$ cat src/common/metricPkg.sv
package metricPkg;

    // ----------------------------------------
    // Decay scaling
    // ----------------------------------------
    localparam int DECAY_BITS  = 8;     // Unsigned fraction width.
    localparam int DECAY_SHIFT = 7;     // 128 is unity.
    localparam int DECAY_ROUND = 64;    // Half an LSB after the shift.

    // ----------------------------------------
    // Saturation limits
    // ----------------------------------------
    // Largest positive metric for a given width.
    function automatic int satHi(input int bits);
        return (1 << (bits - 1)) - 1;
    endfunction

    // Lowest metric is one above the most negative code.
    function automatic int satLo(input int bits);
        return 1 - (1 << (bits - 1));
    endfunction

    // Clips a wide value into the symmetric metric range.
    function automatic int satClip(input int val, input int bits);
        if (val > satHi(bits)) begin
            return satHi(bits);
        end
        if (val < satLo(bits)) begin
            return satLo(bits);     // Also catches the most negative code.
        end
        return val;
    endfunction

endpackage

$ cat src/common/trellisPkg.sv
package trellisPkg;

    // ----------------------------------------
    // State space
    // ----------------------------------------
    localparam int NUM_STATES = 4;
    localparam int STATE_BITS = $clog2(NUM_STATES);

    // Even symbols run the 45 trellis, odd symbols the 54 trellis.
    typedef enum logic {
        PHASE_45 = 1'b0,
        PHASE_54 = 1'b1
    } trellisPhaseT;

    // ----------------------------------------
    // Predecessor tables by state and choice
    // ----------------------------------------
    // In phase 45 state s comes from 2s mod 4 and 2s+1 mod 4.
    localparam logic [NUM_STATES-1:0][1:0][STATE_BITS-1:0] PRED_45 = {
        2'd3, 2'd2,     // State 3.
        2'd1, 2'd0,     // State 2.
        2'd3, 2'd2,     // State 1.
        2'd1, 2'd0      // State 0.
    };

    // In phase 54 state s comes from s and s xor 2.
    localparam logic [NUM_STATES-1:0][1:0][STATE_BITS-1:0] PRED_54 = {
        2'd1, 2'd3,     // State 3.
        2'd0, 2'd2,     // State 2.
        2'd3, 2'd1,     // State 1.
        2'd2, 2'd0      // State 0.
    };

    // Branch metric for state s and choice c sits at index 2s+c.

endpackage
$ cat src/trellisAcsTop.sv
`timescale 1ns/10ps

module trellisAcsTop
    import trellisPkg::*;
    import metricPkg::*;
#(
    parameter int ACS_BITS = 8
) (
    input  logic                                   clk,
    input  logic                                   arstN,
    input  logic                                   symEn,
    input  logic [2*NUM_STATES-1:0][ACS_BITS-1:0]  branchMet,
    input  logic [DECAY_BITS-1:0]                  decayFactor,
    output logic [NUM_STATES-1:0][ACS_BITS-1:0]    accMetOut,
    output logic [NUM_STATES-1:0]                  decisions,
    output logic [STATE_BITS-1:0]                  bestState,
    output logic                                   metValid
);

    logic                                symEnEven;
    logic                                lastEven;
    logic [NUM_STATES-1:0][ACS_BITS-1:0] accMet_45;
    logic [NUM_STATES-1:0][ACS_BITS-1:0] accMet_54;

    // ----------------------------------------
    // Control
    // ----------------------------------------
    acsCtrl #(
        .ACS_BITS (ACS_BITS)
    ) u_ctrl (
        .clk       (clk),
        .arstN     (arstN),
        .symEn     (symEn),
        .accMuxOut (accMetOut),
        .symEnEven (symEnEven),
        .lastEven  (lastEven),
        .metValid  (metValid),
        .bestState (bestState)
    );

    // ----------------------------------------
    // Datapath
    // ----------------------------------------
    acsButterfly #(
        .ACS_BITS (ACS_BITS)
    ) u_bfly (
        .clk       (clk),
        .arstN     (arstN),
        .symEn     (symEn),
        .symEnEven (symEnEven),
        .branchMet (branchMet),
        .accMuxOut (accMetOut),     // Feedback path.
        .accMet_45 (accMet_45),
        .accMet_54 (accMet_54),
        .decisions (decisions)
    );

    // Mux follows the phase already registered, not the next one.
    acsMuxLut #(
        .ACS_BITS (ACS_BITS)
    ) u_mux (
        .decayFactor (decayFactor),
        .symEnEven   (lastEven),
        .accMet_45   (accMet_45),
        .accMet_54   (accMet_54),
        .accMuxOut   (accMetOut)
    );

endmodule

$ cat src/acs/acsCtrl.sv
`timescale 1ns/10ps

module acsCtrl
    import trellisPkg::*;
#(
    parameter int ACS_BITS = 8
) (
    input  logic                                clk,
    input  logic                                arstN,
    input  logic                                symEn,
    input  logic [NUM_STATES-1:0][ACS_BITS-1:0] accMuxOut,
    output logic                                symEnEven,
    output logic                                lastEven,
    output logic                                metValid,
    output logic [STATE_BITS-1:0]               bestState
);

    trellisPhaseT             phaseQ;
    logic [ACS_BITS-1:0]      bestVal;

    // ----------------------------------------
    // Phase FSM
    // ----------------------------------------
    always_ff @(posedge clk or negedge arstN) begin
        if (!arstN) begin
            phaseQ   <= PHASE_45;
            lastEven <= 1'b1;
            metValid <= 1'b0;
        end else begin
            metValid <= symEn;      // Result strobe trails symEn by one cycle.
            if (symEn) begin
                phaseQ   <= (phaseQ == PHASE_45) ? PHASE_54 : PHASE_45;
                lastEven <= symEnEven;  // Phase of symbol being registered.
            end
        end
    end

    assign symEnEven = (phaseQ == PHASE_45);

    // ----------------------------------------
    // Best state search
    // ----------------------------------------
    // Strict compare keeps the lowest index on a tie.
    always_comb begin
        bestState = '0;
        bestVal   = accMuxOut[0];
        for (int s = 1; s < NUM_STATES; s++) begin
            if ($signed(accMuxOut[s]) > $signed(bestVal)) begin
                bestState = STATE_BITS'(s);
                bestVal   = accMuxOut[s];
            end
        end
    end

endmodule

$ cat src/acs/acsButterfly.sv
`timescale 1ns/10ps

module acsButterfly
    import trellisPkg::*;
    import metricPkg::*;
#(
    parameter int ACS_BITS = 8
) (
    input  logic                                   clk,
    input  logic                                   arstN,
    input  logic                                   symEn,
    input  logic                                   symEnEven,
    input  logic [2*NUM_STATES-1:0][ACS_BITS-1:0]  branchMet,
    input  logic [NUM_STATES-1:0][ACS_BITS-1:0]    accMuxOut,
    output logic [NUM_STATES-1:0][ACS_BITS-1:0]    accMet_45,
    output logic [NUM_STATES-1:0][ACS_BITS-1:0]    accMet_54,
    output logic [NUM_STATES-1:0]                  decisions
);

    // Candidates per state and choice, then the winner per state.
    logic [NUM_STATES-1:0][1:0][ACS_BITS-1:0] cand45;
    logic [NUM_STATES-1:0][1:0][ACS_BITS-1:0] cand54;
    logic [NUM_STATES-1:0][ACS_BITS-1:0]      win45;
    logic [NUM_STATES-1:0][ACS_BITS-1:0]      win54;
    logic [NUM_STATES-1:0]                    dec45;
    logic [NUM_STATES-1:0]                    dec54;

    // Saturating add of a path metric and a branch metric.
    function automatic logic [ACS_BITS-1:0] satAdd(
        input logic [ACS_BITS-1:0] met,
        input logic [ACS_BITS-1:0] br
    );
        logic signed [ACS_BITS:0] sum;
        sum = $signed(met) + $signed(br);
        return ACS_BITS'(satClip(int'(sum), ACS_BITS));
    endfunction

    // ----------------------------------------
    // Add and compare, both tables
    // ----------------------------------------
    always_comb begin
        for (int s = 0; s < NUM_STATES; s++) begin
            for (int c = 0; c < 2; c++) begin
                cand45[s][c] = satAdd(accMuxOut[PRED_45[s][c]], branchMet[2*s+c]);
                cand54[s][c] = satAdd(accMuxOut[PRED_54[s][c]], branchMet[2*s+c]);
            end

            // Choice 1 only wins when strictly larger.
            dec45[s] = $signed(cand45[s][1]) > $signed(cand45[s][0]);
            dec54[s] = $signed(cand54[s][1]) > $signed(cand54[s][0]);

            win45[s] = dec45[s] ? cand45[s][1] : cand45[s][0];
            win54[s] = dec54[s] ? cand54[s][1] : cand54[s][0];
        end
    end

    // ----------------------------------------
    // Select registers
    // ----------------------------------------
    always_ff @(posedge clk or negedge arstN) begin
        if (!arstN) begin
            accMet_45 <= '0;
            accMet_54 <= '0;
            decisions <= '0;
        end else if (symEn) begin
            accMet_45 <= win45;
            accMet_54 <= win54;
            decisions <= symEnEven ? dec45 : dec54;   // Active table only.
        end
    end

endmodule

$ cat src/acs/acsMuxLut.sv
`timescale 1ns/10ps

module acsMuxLut
    import trellisPkg::*;
    import metricPkg::*;
#(
    parameter int ACS_BITS = 8
) (
    input  logic [DECAY_BITS-1:0]                decayFactor,
    input  logic                                 symEnEven,
    input  logic [NUM_STATES-1:0][ACS_BITS-1:0]  accMet_45,
    input  logic [NUM_STATES-1:0][ACS_BITS-1:0]  accMet_54,
    output logic [NUM_STATES-1:0][ACS_BITS-1:0]  accMuxOut
);

    logic [NUM_STATES-1:0][ACS_BITS-1:0] muxSel;
    logic [NUM_STATES-1:0][ACS_BITS:0]   decayOut;

    // ----------------------------------------
    // Phase select
    // ----------------------------------------
    // High picks the set of the even symbol just registered.
    assign muxSel = symEnEven ? accMet_45 : accMet_54;

    // ----------------------------------------
    // Decay per state
    // ----------------------------------------
    for (genvar s = 0; s < NUM_STATES; s++) begin : gDecay
        decayMult10x8 #(
            .ACS_BITS (ACS_BITS)
        ) u_decay (
            .a (muxSel[s]),
            .b (decayFactor),
            .p (decayOut[s])
        );
    end

    // ----------------------------------------
    // Output saturation
    // ----------------------------------------
    // Top two bits flag overflow; most negative code is clipped as well.
    always_comb begin
        for (int s = 0; s < NUM_STATES; s++) begin
            accMuxOut[s] = ACS_BITS'(satClip(int'($signed(decayOut[s])), ACS_BITS));
        end
    end

endmodule

$ cat src/acs/decayMult10x8.sv
`timescale 1ns/10ps

module decayMult10x8
    import metricPkg::*;
#(
    parameter int ACS_BITS = 8
) (
    input  logic signed [ACS_BITS-1:0]   a,
    input  logic        [DECAY_BITS-1:0] b,
    output logic signed [ACS_BITS:0]     p
);

    // Full product needs room for the sign of the unsigned factor.
    localparam int PROD_BITS = ACS_BITS + DECAY_BITS + 1;

    logic signed [PROD_BITS-1:0] prod;
    logic signed [PROD_BITS-1:0] prodRnd;
    logic signed [PROD_BITS-1:0] prodShr;

    assign prod    = a * $signed({1'b0, b});
    assign prodRnd = prod + PROD_BITS'(DECAY_ROUND);   // Round to nearest.
    assign prodShr = prodRnd >>> DECAY_SHIFT;

    // Factor stays below 2, so one extra bit holds the result.
    assign p = prodShr[ACS_BITS:0];

endmodule

$ cat config.mk
export PLATFORM = sky130hd
export DESIGN_NAME = trellisAcsTop
export DESIGN_NICKNAME = d
export VERILOG_FILES = /design/src/common/metricPkg.sv /design/src/common/trellisPkg.sv /design/src/trellisAcsTop.sv /design/src/acs/acsCtrl.sv /design/src/acs/acsButterfly.sv /design/src/acs/acsMuxLut.sv /design/src/acs/decayMult10x8.sv
export SDC_FILE = /design/constraint.sdc
export NUM_CORES = 1
export LEC_CHECK = 0
export BUFFER_PORTS_ARGS = -buffer_cell sky130_fd_sc_hd__buf_4
export CORE_ASPECT_RATIO = 1.2
export CORE_MARGIN = 2
export CORE_UTILIZATION = 30
export DETAILED_ROUTE_END_ITERATION = 10
export GPL_ROUTABILITY_DRIVEN = 0
export PLACE_DENSITY_LB_ADDON = 0.3
export SYNTH_ARGS = -nofsm -noshare
export SYNTH_HDL_FRONTEND = slang
export SYNTH_SLANG_ARGS = --single-unit
$ cat constraint.sdc
create_clock -name clk -period 13.6 [get_ports clk]
set_input_delay 2.04 -clock clk [delete_from_list [all_inputs] [get_ports clk]]
set_output_delay 2.04 -clock clk [all_outputs]
set_load 0.01 [all_outputs]
==> results of run 1 <==
synthesized netlist by cell type, drive strengths merged, types with 10 or more instances:
cell type / count / area share (%)
o31a: 20 / 0.85
a21oi: 125 / 3.0
o221ai: 29 / 1.2
nor3b: 17 / 0.62
nand2b: 53 / 1.6
maj3: 17 / 0.82
a31oi: 14 / 0.42
a21o: 36 / 1.3
mux2i: 31 / 1.6
o21ai: 108 / 2.6
nand3: 43 / 1.0
fa: 158 / 15
and3: 11 / 0.33
xor2: 23 / 0.97
nand4: 26 / 0.79
o21bai: 13 / 0.49
o211ai: 30 / 1.1
nor2: 164 / 3.0
or3: 20 / 0.60
nor4: 14 / 0.45
ha: 344 / 21
nand2: 195 / 3.5
dfrtp: 70 / 8.5
inv: 294 / 5.3
nor2b: 123 / 3.7
o311ai: 10 / 0.42
nor3: 44 / 1.1
o22ai: 10 / 0.30
clkbuf: 48 / 0.87
mux2: 22 / 1.2
o31ai: 19 / 0.74
xnor2: 60 / 2.5
and2: 69 / 2.1
a211oi: 27 / 1.0
a221o: 11 / 0.53
o21a: 64 / 2.3
or2: 27 / 0.82
stage by stage:
stage          worst slack [ns]  setup TNS (ns)  instance area [um2]  utilization [%]
6_report                  0.399               0                24200             35.4
3_3_place_gp            -0.0531          -0.105                23400             34.2
3_5_place_dp            -0.0983          -0.188                23400             34.2
2_1_floorplan            0.0144               0                20700                -
5_1_grt                 -0.0874          -0.169                24100             35.3
4_1_cts                 0.00778               0                23700             34.7
placed cells by master, fill, tap and decap left out, drive strengths merged, types with 64 or more instances in the layout:
| master | n |
|---|---|
| a21oi | 125 |
| and2 | 69 |
| buf | 232 |
| dfrtp | 70 |
| fa | 158 |
| ha | 344 |
| inv | 295 |
| nand2 | 195 |
| nor2 | 164 |
| nor2b | 123 |
| o21a | 64 |
| o21ai | 108 |
kinds of logic after synthesis:
family	Yosys count
simple gates	842
fa+ha+maj	519
flops	71
xor+xnor	84
compound gates	611
buf+inv	352
mux	53
state kept, by name, indices dropped and copies added (netlist names):
name and cells:
u_bfly.accMet_45 32, u_ctrl.phaseQ 1, u_ctrl.metValid 1, u_ctrl.lastEven 1
u_bfly.decisions 4, u_bfly.accMet_54 32
worst max-delay path, delay by kind of cell:
kind            cells  cell delay (ns)
compound gates     22             3.91
simple gates        9             0.93
fa+ha+maj           8             3.05
buf+inv             9             1.22
per-layer routing:
layer / up-vias / GRT usage, % / part of all wire (%)
met4: 0 / 6.96 / 3.8
met3: 79 / 1.19 / 2.7
met5: - / 0 / 0
li1: 9380 / - / -
met1: 8992 / 24.7 / 46
met2: 349 / 31.4 / 48
worst paths after layout:
| check | from | end | slack (ns) | cells after the start |
|---|---|---|---|---|
| max in group asynchronous | arstN | u_bfly.accMet_54[21]$_DFFE_PN0P_ | 11.14 | 1 |
| min reg2reg | u_bfly.accMet_54[23]$_DFFE_PN0P_ | u_bfly.accMet_54[23]$_DFFE_PN0P_ | 0.48 | 2 |
| max | decayFactor[2] | bestState[1] | 0.40 | 48 |
| min in group asynchronous | arstN | u_bfly.accMet_45[31]$_DFFE_PN0P_ | 1.80 | 1 |
| min | u_bfly.accMet_54[23]$_DFFE_PN0P_ | u_bfly.accMet_54[23]$_DFFE_PN0P_ | 0.48 | 2 |
| max reg2reg | u_ctrl.lastEven$_DFFE_PN1P_ | u_bfly.accMet_45[8]$_DFFE_PN0P_ | 1.90 | 40 |
layout make-up:
class | instances | area, um2
clock buffers | 12 | 267
repair buffers | 232 | 1800
well taps | 909 | 1140
fillers | 7253 | 44200
flip-flops and latches | 71 | 1780
diodes | 1 | 2.50
multi-input cells | 2109 | 18000
clock inverters | 4 | 51.3
inverters | 295 | 1110
what timing repair did:
item,CTS,global route
endpoints found under the setup margin,2,2
pin swaps,2,42
setup buffers,0,7
gates resized for setup,4,88
==> key figures, run 1 <==
Detailed routing
  • Per-cell routed wire length: 18.2 um
  • Routed Antenna Nets: 0
  • Post-route DRC: 0
  • DRT Pass-1 Iters: 5
  • Initial DRC Count: 1019
  • Vias: 18800
  • Total Wirelength: 66.2 mm
  • Vias per cell: 5.17

Setup path
  • Worst Setup Start Kind: input port
  • Crit path max fanout: 20
  • Worst path max stage delay: 0.55 ns
  • Type of the worst setup path: input port to primary output
  • Most used cell, CP: o21a_1
  • Critical Path Slowest Stage Cell: fa_1
  • Worst setup EP type: primary output
  • Crit path arrival time: 11.16 ns
  • Critical Path RT: 11.56 ns

Logic synthesis
  • Syn Inst Count: 2532
  • Sequential area share after synthesis: 8.58%
  • Yosys warning count: 0
  • Yosys reg bits: 71
  • Distinct cells, synth: 99
  • Post-synthesis simple-gate area fraction: 21.2%
  • Post-Syn Nets: 3109
  • Ys flop type: dfrtp_1
  • Area of the mapped netlist: 0.0207 mm2
  • Synth Area in Adders: 36.9%
  • Largest family of logic cells by synthesized area: adder cells
  • Post-synth ARST share: 100%
  • Syn Area/Cell: 8.18 um2
  • Compound-gate portion of the synthesized area: 20.6%
  • Post-synth EDFFs: 0
  • Multiplexer share of the synthesized area: 2.77%
  • Post-Synth XOR/XNOR Area: 3.62%

Floorplan
  • Die outline area: 0.0712 mm2
  • Starting Density: 30.3%
  • Site Rows: 105
  • I/O Pins: 114
  • Core area: 0.0683 mm2
  • Die extent in y: 292 um
  • Chip width: 244 um

Clocking
  • TritonCTS Buffers: 9
  • Clk buf depth: 2
  • Clk_lat worst skew: 0.36 ns
  • CTS tree: done
  • Root buffer cell: clkbuf_16
  • Hold_buf cts: 0
  • H-tree lvl count: 3
  • Clk pin slew, worst setup/hold paths: 0.05 ns
  • Sink Count: 71

GRT
  • All-layer global routing usage: 18.5%
  • Initial antenna violation count: 0
  • Vias in the first global route: 18500
  • Largest net degree at the start of global routing: 72
  • Total gr overflow: 0
  • Global-route wire length before repair: 104 mm

Final layout
  • Nets: 3295
  • Share of cells above drive strength 1: 14.9%
  • Synthesis-to-layout area growth: 16.6%
  • Non-Filler Instances: 3633

Place
  • Post-DP HPWL: 54.7 mm
  • IO buf count: 113
  • Dpl cells: 3609

STA
  • Hold_ws: 0.484 ns
  • Fin Clk Skew: 0.00581 ns
  • Share of the clock period used by the worst path: 97.1%
  • Final hold vios: 0
  • Slew Viols, Final: 0
  • Relative slew slack: 34.4%
  • Max Clk Rate: 75.7 MHz
  • Measured slew at the worst slew-check pin: 0.956 ns
  • Post-layout min period: 13.20 ns
  • Final setup vio count: 0

Run status
  • Status: completed

Run
  • Max-cap violations: 0

Worst hold path
  • Worst Hold Class: register to register
Power of run 1 is not shown: default switching activity piles up to over one toggle a cycle in this logic, so the estimate is an artifact.
==> run 2, diff against run 1 <==
- CORE_UTILIZATION: 30 -> 59
==> run 2 against run 1 <==
Maximum frequency fell by 0.22%. Non-clock buffer count is 24 lower. Final cell count shrank 13%. Sequential share of layout area grew 0.27 points. Die area is 49% lower. Via count up 6.5%. Sequential cell count stayed put. Highest routed layer is now met5.
==> key figures, run 2 (same netlist as run 1, synthesis figures left out) <==
GRT
  • Met2 Use GR: 55.5% (was 31.4%)
  • Met3 Usage GRT: 4.24% (was 1.19%)
  • Total gr overflow: 0 (unchanged)
  • Initial antenna violation count: 1 (was 0)
  • Global-route wire length before repair: 98.0 mm (was 104 mm)
  • All-layer global routing usage: 33.2% (was 18.5%)
  • Most used routing layer: met2 (unchanged)
  • Met1 Resource Use GR: 41.4% (was 24.7%)
  • Vias in the first global route: 19700 (was 18500)
  • Largest net degree at the start of global routing: 72 (unchanged)

Floorplan
  • Core area: 0.0348 mm2 (was 0.0683 mm2)
  • Chip width: 175 um (was 244 um)
  • Die extent in y: 209 um (was 292 um)
  • Starting Density: 59.5% (was 30.3%)
  • I/O Pins: 114 (unchanged)
  • Die outline area: 0.0366 mm2 (was 0.0712 mm2)
  • Site Rows: 75 (was 105)

Clocking
  • CTS tree: done (unchanged)
  • Root buffer cell: clkbuf_16 (unchanged)
  • Clk_lat worst skew: 0.34 ns (was 0.36 ns)
  • H-tree lvl count: 3 (unchanged)
  • TritonCTS Buffers: 9 (unchanged)
  • Clk pin slew, worst setup/hold paths: 0.06 ns (was 0.05 ns)
  • Sink Count: 71 (unchanged)
  • Clk buf depth: 2 (unchanged)
  • Hold_buf cts: 0 (unchanged)

Setup path
  • Type of the worst setup path: input port to primary output (unchanged)
  • Critical Path Slowest Stage Cell: fa_1 (unchanged)
  • R2r worst-path depth: 44 (was 40)
  • Most used cell, CP: o21a_1 (unchanged)
  • Worst setup EP type: primary output (unchanged)
  • Critical Path RT: 11.56 ns (about the same)
  • Reg2reg start: u_ctrl.lastEven$_DFFE_PN1P_ (unchanged)
  • Reg-to-reg slack, setup: 1.15 ns (was 1.90 ns)
  • Worst Setup Start Kind: input port (unchanged)
  • Crit path max fanout: 17 (was 20)
  • Crit path arrival time: 11.19 ns (was 11.16 ns)
  • Worst path max stage delay: 0.55 ns (about the same)
  • Reg2Reg Capture Point: u_bfly.accMet_54[23]$_DFFE_PN0P_ (was u_bfly.accMet_45[8]$_DFFE_PN0P_)

Detailed routing
  • Initial DRC Count: 1263 (was 1019)
  • Vias: 20000 (was 18800)
  • Post-route DRC: 0 (unchanged)
  • Routed Antenna Nets: 0 (unchanged)
  • Total Wirelength: 61.7 mm (was 66.2 mm)
  • Per-cell routed wire length: 19.5 um (was 18.2 um)
  • DRT Pass-1 Iters: 5 (unchanged)
  • Vias per cell: 6.33 (was 5.17)

STA
  • Share of the clock period used by the worst path: 97.3% (was 97.1%)
  • Fin Clk Skew: 0.00856 ns (was 0.00581 ns)
  • Final hold vios: 0 (unchanged)
  • Relative slew slack: 25.8% (was 34.4%)
  • Final setup vio count: 0 (unchanged)
  • Slew Viols, Final: 0 (unchanged)
  • Post-layout min period: 13.23 ns (was 13.20 ns)
  • Measured slew at the worst slew-check pin: 1.08 ns (was 0.956 ns)
  • Worst setup margin: 0.370 ns (was 0.399 ns)
  • Setup_tns: 0 ns (unchanged)
  • Max Clk Rate: 75.6 MHz (was 75.7 MHz)

Place
  • Placed Area: 0.0226 mm2 (was 0.0234 mm2)
  • IO buf count: 113 (unchanged)
  • Setup slack after placement: -0.277 ns (was -0.0983 ns)
  • Dpl cells: 3126 (was 3609)
  • Post-DP HPWL: 49.5 mm (was 54.7 mm)

Worst hold path
  • Hold Path Sink: u_bfly.accMet_54[2]$_DFFE_PN0P_ (was u_bfly.accMet_54[23]$_DFFE_PN0P_)
  • Worst Hold Launch: u_bfly.accMet_54[2]$_DFFE_PN0P_ (was u_bfly.accMet_54[23]$_DFFE_PN0P_)
  • Hold path cells: 2 (unchanged)
  • Worst Hold Class: register to register (unchanged)

Run status
  • Status: completed (unchanged)

Final layout
  • Post-route cell area: 0.0233 mm2 (was 0.0242 mm2)
  • Non-Filler Instances: 3161 (was 3633)
  • Most common cell after layout, fill and taps aside: ha_1 (unchanged)
  • Registers with the most flip-flops: u_bfly.accMet_45 x32, u_bfly.accMet_54 x32, u_bfly.decisions x4 (unchanged)
  • Share of cells above drive strength 1: 13.2% (was 14.9%)
  • Nets: 3271 (was 3295)
  • Commonest non-fill, non-tap cells in the layout: ha_1 (338), inv_1 (289), buf_4 (197), nand2_1 (192), nor2_1 (161) (was ha_1 (336), inv_1 (287), buf_4 (221), nand2_1 (191), nor2_1 (159))
  • Synthesis-to-layout area growth: 12.5% (was 16.6%)

Run
  • Max-cap violations: 0 (unchanged)
run 2: cell type report:
cell class | count | area (um2)
antenna | 1 | 2.50
clock buffer | 10 | 239
clock inverter | 5 | 57.6
fill | 2827 | 11500
inverter | 295 | 1110
multi-input combinational | 2109 | 17900
sequential | 71 | 1780
tap | 462 | 578
timing repair buffer | 208 | 1630
run 2: how the worst max path moves through the flow:
stage | start | end | cells after the start
floorplan | decayFactor[1] | bestState[0] | 50
global placement | decayFactor[0] | bestState[1] | 47
detailed placement | decayFactor[0] | bestState[0] | 47
CTS | decayFactor[0] | bestState[1] | 48
global route | u_ctrl.lastEven$_DFFE_PN1P_ | bestState[0] | 47
finish | decayFactor[5] | bestState[0] | 48
run 2: per-layer routing:
| metal | wire length [um] | part of all wire (%) |
|---|---|---|
| met3 | 4580 | 7.4 |
| met2 | 29000 | 47 |
| met5 | 8 | 0.013 |
| met4 | 3910 | 6.3 |
| met1 | 24200 | 39 |
run 2: repair_timing:
item                       CTS  global route
gates resized for setup      6            57
setup endpoints to repair    2             2
gates cloned                 0             0
buffers inserted             2            17
pin swaps                    0            44
run 2: critical path, delay by kind of cell:
kind / cells / cell delay (ns)
buffers and inverters: 10 / 1.32
and+or+nand+nor: 10 / 1.23
AOI/OAI and AO/OA: 19 / 3.20
muxes: 1 / 0.22
adders and majority gates: 8 / 3.14
run 2: stage by stage:
step	utilization (%)	hold slack, ns
5_1_grt	66.9	0.510
2_1_floorplan	-	0.445
6_report	66.9	0.478
3_3_place_gp	64.8	0.460
4_1_cts	65.8	0.481
3_5_place_dp	64.8	0.469
Power of run 2 is left out for the same reason.
==> run 3, diff against run 2 <==
--- a/config.mk
+++ b/config.mk
@@ -14,2 +14,3 @@
 export PLACE_DENSITY_LB_ADDON = 0.3
+export SKIP_LAST_GASP = 1
 export SYNTH_ARGS = -nofsm -noshare
==> constraint.sdc (replaced) <==
create_clock -name clk -period 13.6 [get_ports clk]
set_input_delay 2.72 -clock clk [delete_from_list [all_inputs] [get_ports clk]]
set_output_delay 2.72 -clock clk [all_outputs]
set_load 0.01 [all_outputs]
==> run 3 against run 2 <==
The run now ends with negative setup slack left. Via count increased by 3.1%. First-iteration DRC count increased by 9.3%. Sequential cell count unchanged. Die area unchanged. Clock skew increased by 0.0016 ns. Clock-buffer cell count increased by 1. Wire length increased by 5.0%. Worst hold slack improved by 0.013 ns. Maximum frequency decreased by 8.6%. Largest cell class unchanged.
==> key figures, run 3 (same netlist as run 1, synthesis figures left out) <==
Run status
  • Status: finished, violations left (was completed)
  • Failing checks: negative setup slack

Place
  • IO buf count: 113 (unchanged)
  • Placed Area: 0.0236 mm2 (was 0.0226 mm2)
  • Post-DP HPWL: 51.2 mm (was 49.5 mm)
  • Dpl cells: 3248 (was 3126)

Final layout
  • Non-Filler Instances: 3288 (was 3161)
  • Nets: 3398 (was 3271)
  • Post-route cell area: 0.0246 mm2 (was 0.0233 mm2)
  • Registers with the most flip-flops: u_bfly.accMet_45 x32, u_bfly.accMet_54 x32, u_bfly.decisions x4 (unchanged)
  • Commonest non-fill, non-tap cells in the layout: ha_1 (334), buf_4 (318), inv_1 (281), nand2_1 (187), nor2_1 (158) (was ha_1 (338), inv_1 (289), buf_4 (197), nand2_1 (192), nor2_1 (161))
  • Most common cell after layout, fill and taps aside: ha_1 (unchanged)
  • Synthesis-to-layout area growth: 18.7% (was 12.5%)
  • Diode count: 0 (was 1)
  • Share of cells above drive strength 1: 18.7% (was 13.2%)

Clocking
  • Hold_buf cts: 0 (unchanged)
  • H-tree lvl count: 3 (unchanged)
  • Clk_lat worst skew: 0.35 ns (was 0.34 ns)
  • CTS tree: done (unchanged)
  • TritonCTS Buffers: 9 (unchanged)
  • Clk buf depth: 2 (unchanged)
  • Root buffer cell: clkbuf_16 (unchanged)
  • Clk pin slew, worst setup/hold paths: 0.06 ns (about the same)
  • Sink Count: 71 (unchanged)

GRT
  • All-layer global routing usage: 35.4% (was 33.2%)
  • Largest net degree at the start of global routing: 72 (unchanged)
  • Total gr overflow: 0 (unchanged)
  • Initial antenna violation count: 1 (unchanged)
  • Vias in the first global route: 21300 (was 19700)
  • Global-route wire length before repair: 104 mm (was 98.0 mm)

Detailed routing
  • Initial DRC Count: 1380 (was 1263)
  • Per-cell routed wire length: 19.7 um (was 19.5 um)
  • Routed Antenna Nets: 0 (unchanged)
  • Total Wirelength: 64.8 mm (was 61.7 mm)
  • Vias: 20600 (was 20000)
  • Post-route DRC: 0 (unchanged)
  • Vias per cell: 6.28 (was 6.33)
  • DRT Pass-1 Iters: 5 (unchanged)

Floorplan
  • Site Rows: 75 (unchanged)
  • Die extent in y: 209 um (unchanged)
  • Chip width: 175 um (unchanged)
  • Die outline area: 0.0366 mm2 (unchanged)
  • Core area: 0.0348 mm2 (unchanged)
  • Starting Density: 59.5% (unchanged)
  • I/O Pins: 114 (unchanged)

STA
  • Relative slew slack: 34.9% (was 25.8%)
  • Measured slew at the worst slew-check pin: 0.977 ns (was 1.08 ns)
  • Share of the clock period used by the worst path: 106% (was 97.3%)
  • Hold_ws: 0.491 ns (was 0.478 ns)
  • Worst setup margin: -0.870 ns (was 0.370 ns)
  • RSZ-0062 raised after global routing: true
  • Max Clk Rate: 69.1 MHz (was 75.6 MHz)
  • Post-layout min period: 14.47 ns (was 13.23 ns)
  • Fin Clk Skew: 0.0102 ns (was 0.00856 ns)
  • Slew Viols, Final: 0 (unchanged)
  • Final setup vio count: 2 (was 0)
  • Final hold vios: 0 (unchanged)

Setup path
  • Critical Path RT: 10.88 ns (was 11.56 ns)
  • Crit path arrival time: 11.75 ns (was 11.19 ns)
  • Most used cell, CP: o21a_1 (unchanged)
  • Worst path max stage delay: 0.54 ns (was 0.55 ns)
  • Crit path max fanout: 7 (was 17)
  • Worst setup EP type: primary output (unchanged)
  • Type of the worst setup path: input port to primary output (unchanged)
  • Worst Setup Start Kind: input port (unchanged)
  • Critical Path Slowest Stage Cell: fa_1 (unchanged)

Run
  • Max-cap violations: 0 (unchanged)

Worst hold path
  • Worst Hold Class: register to register (unchanged)
[run 3: path summary, 6_finish.rpt]
check,end,from,cells after the start,slack [ns]
hold reg to reg,u_bfly.accMet_45[28]$_DFFE_PN0P_,u_bfly.accMet_45[28]$_DFFE_PN0P_,2,0.49
hold / removal,u_bfly.accMet_45[28]$_DFFE_PN0P_,u_bfly.accMet_45[28]$_DFFE_PN0P_,2,0.49
setup / recovery,bestState[1],decayFactor[0],51,-0.87
setup reg to reg,u_bfly.accMet_54[21]$_DFFE_PN0P_,u_ctrl.lastEven$_DFFE_PN1P_,45,2.25
max in group asynchronous,u_bfly.accMet_54[10]$_DFFE_PN0P_,arstN,1,10.44
min in group asynchronous,u_bfly.accMet_45[22]$_DFFE_PN0P_,arstN,1,2.51
[run 3: worst max-delay path, delay by kind of cell]
kind / cells / cell delay, ns
fa+ha+maj: 8 / 3.04
compound gates: 20 / 3.25
buf+inv: 10 / 1.18
simple gates: 13 / 1.54
[run 3: layer usage]
layer	wire length (um)	up-vias	share of wire, %	GRT usage, %
met2	30800	887	48	60.5
met4	4940	2	7.6	23.6
met1	24200	9864	37	41.1
met5	18	-	0.028	0
li1	-	9585	-	-
met3	4830	310	7.5	5.27
[run 3: what timing repair did]
action,4_1_cts,5_1_grt
cloned,1,0
pin swaps,46,39
endpoints found under the setup margin,2,2
resized for setup,67,37
buffers inserted,15,8
[run 3: cell type report]
type | instances | area (um2)
clock buffers | 11 | 243
clock inverters | 5 | 58.8
fillers | 2624 | 10200
inverters | 295 | 1110
multi-input cells | 2109 | 18200
flip-flops and latches | 71 | 1780
well taps | 462 | 578
repair buffers | 335 | 2640
[run 3: per-stage QoR]
| step | worst slack [ns] | setup TNS (ns) | util, % |
|---|---|---|---|
| final | -0.870 | -1.71 | 70.6 |
| after global routing | -1.24 | -2.44 | 70.6 |
| after CTS | -0.728 | -1.45 | 70.0 |
| after detailed placement | -1.08 | -2.16 | 67.7 |
| after global placement | -0.916 | -1.83 | 67.7 |
| after floorplan | -0.753 | -1.51 | - |
Power of run 3 is left out for the same reason.
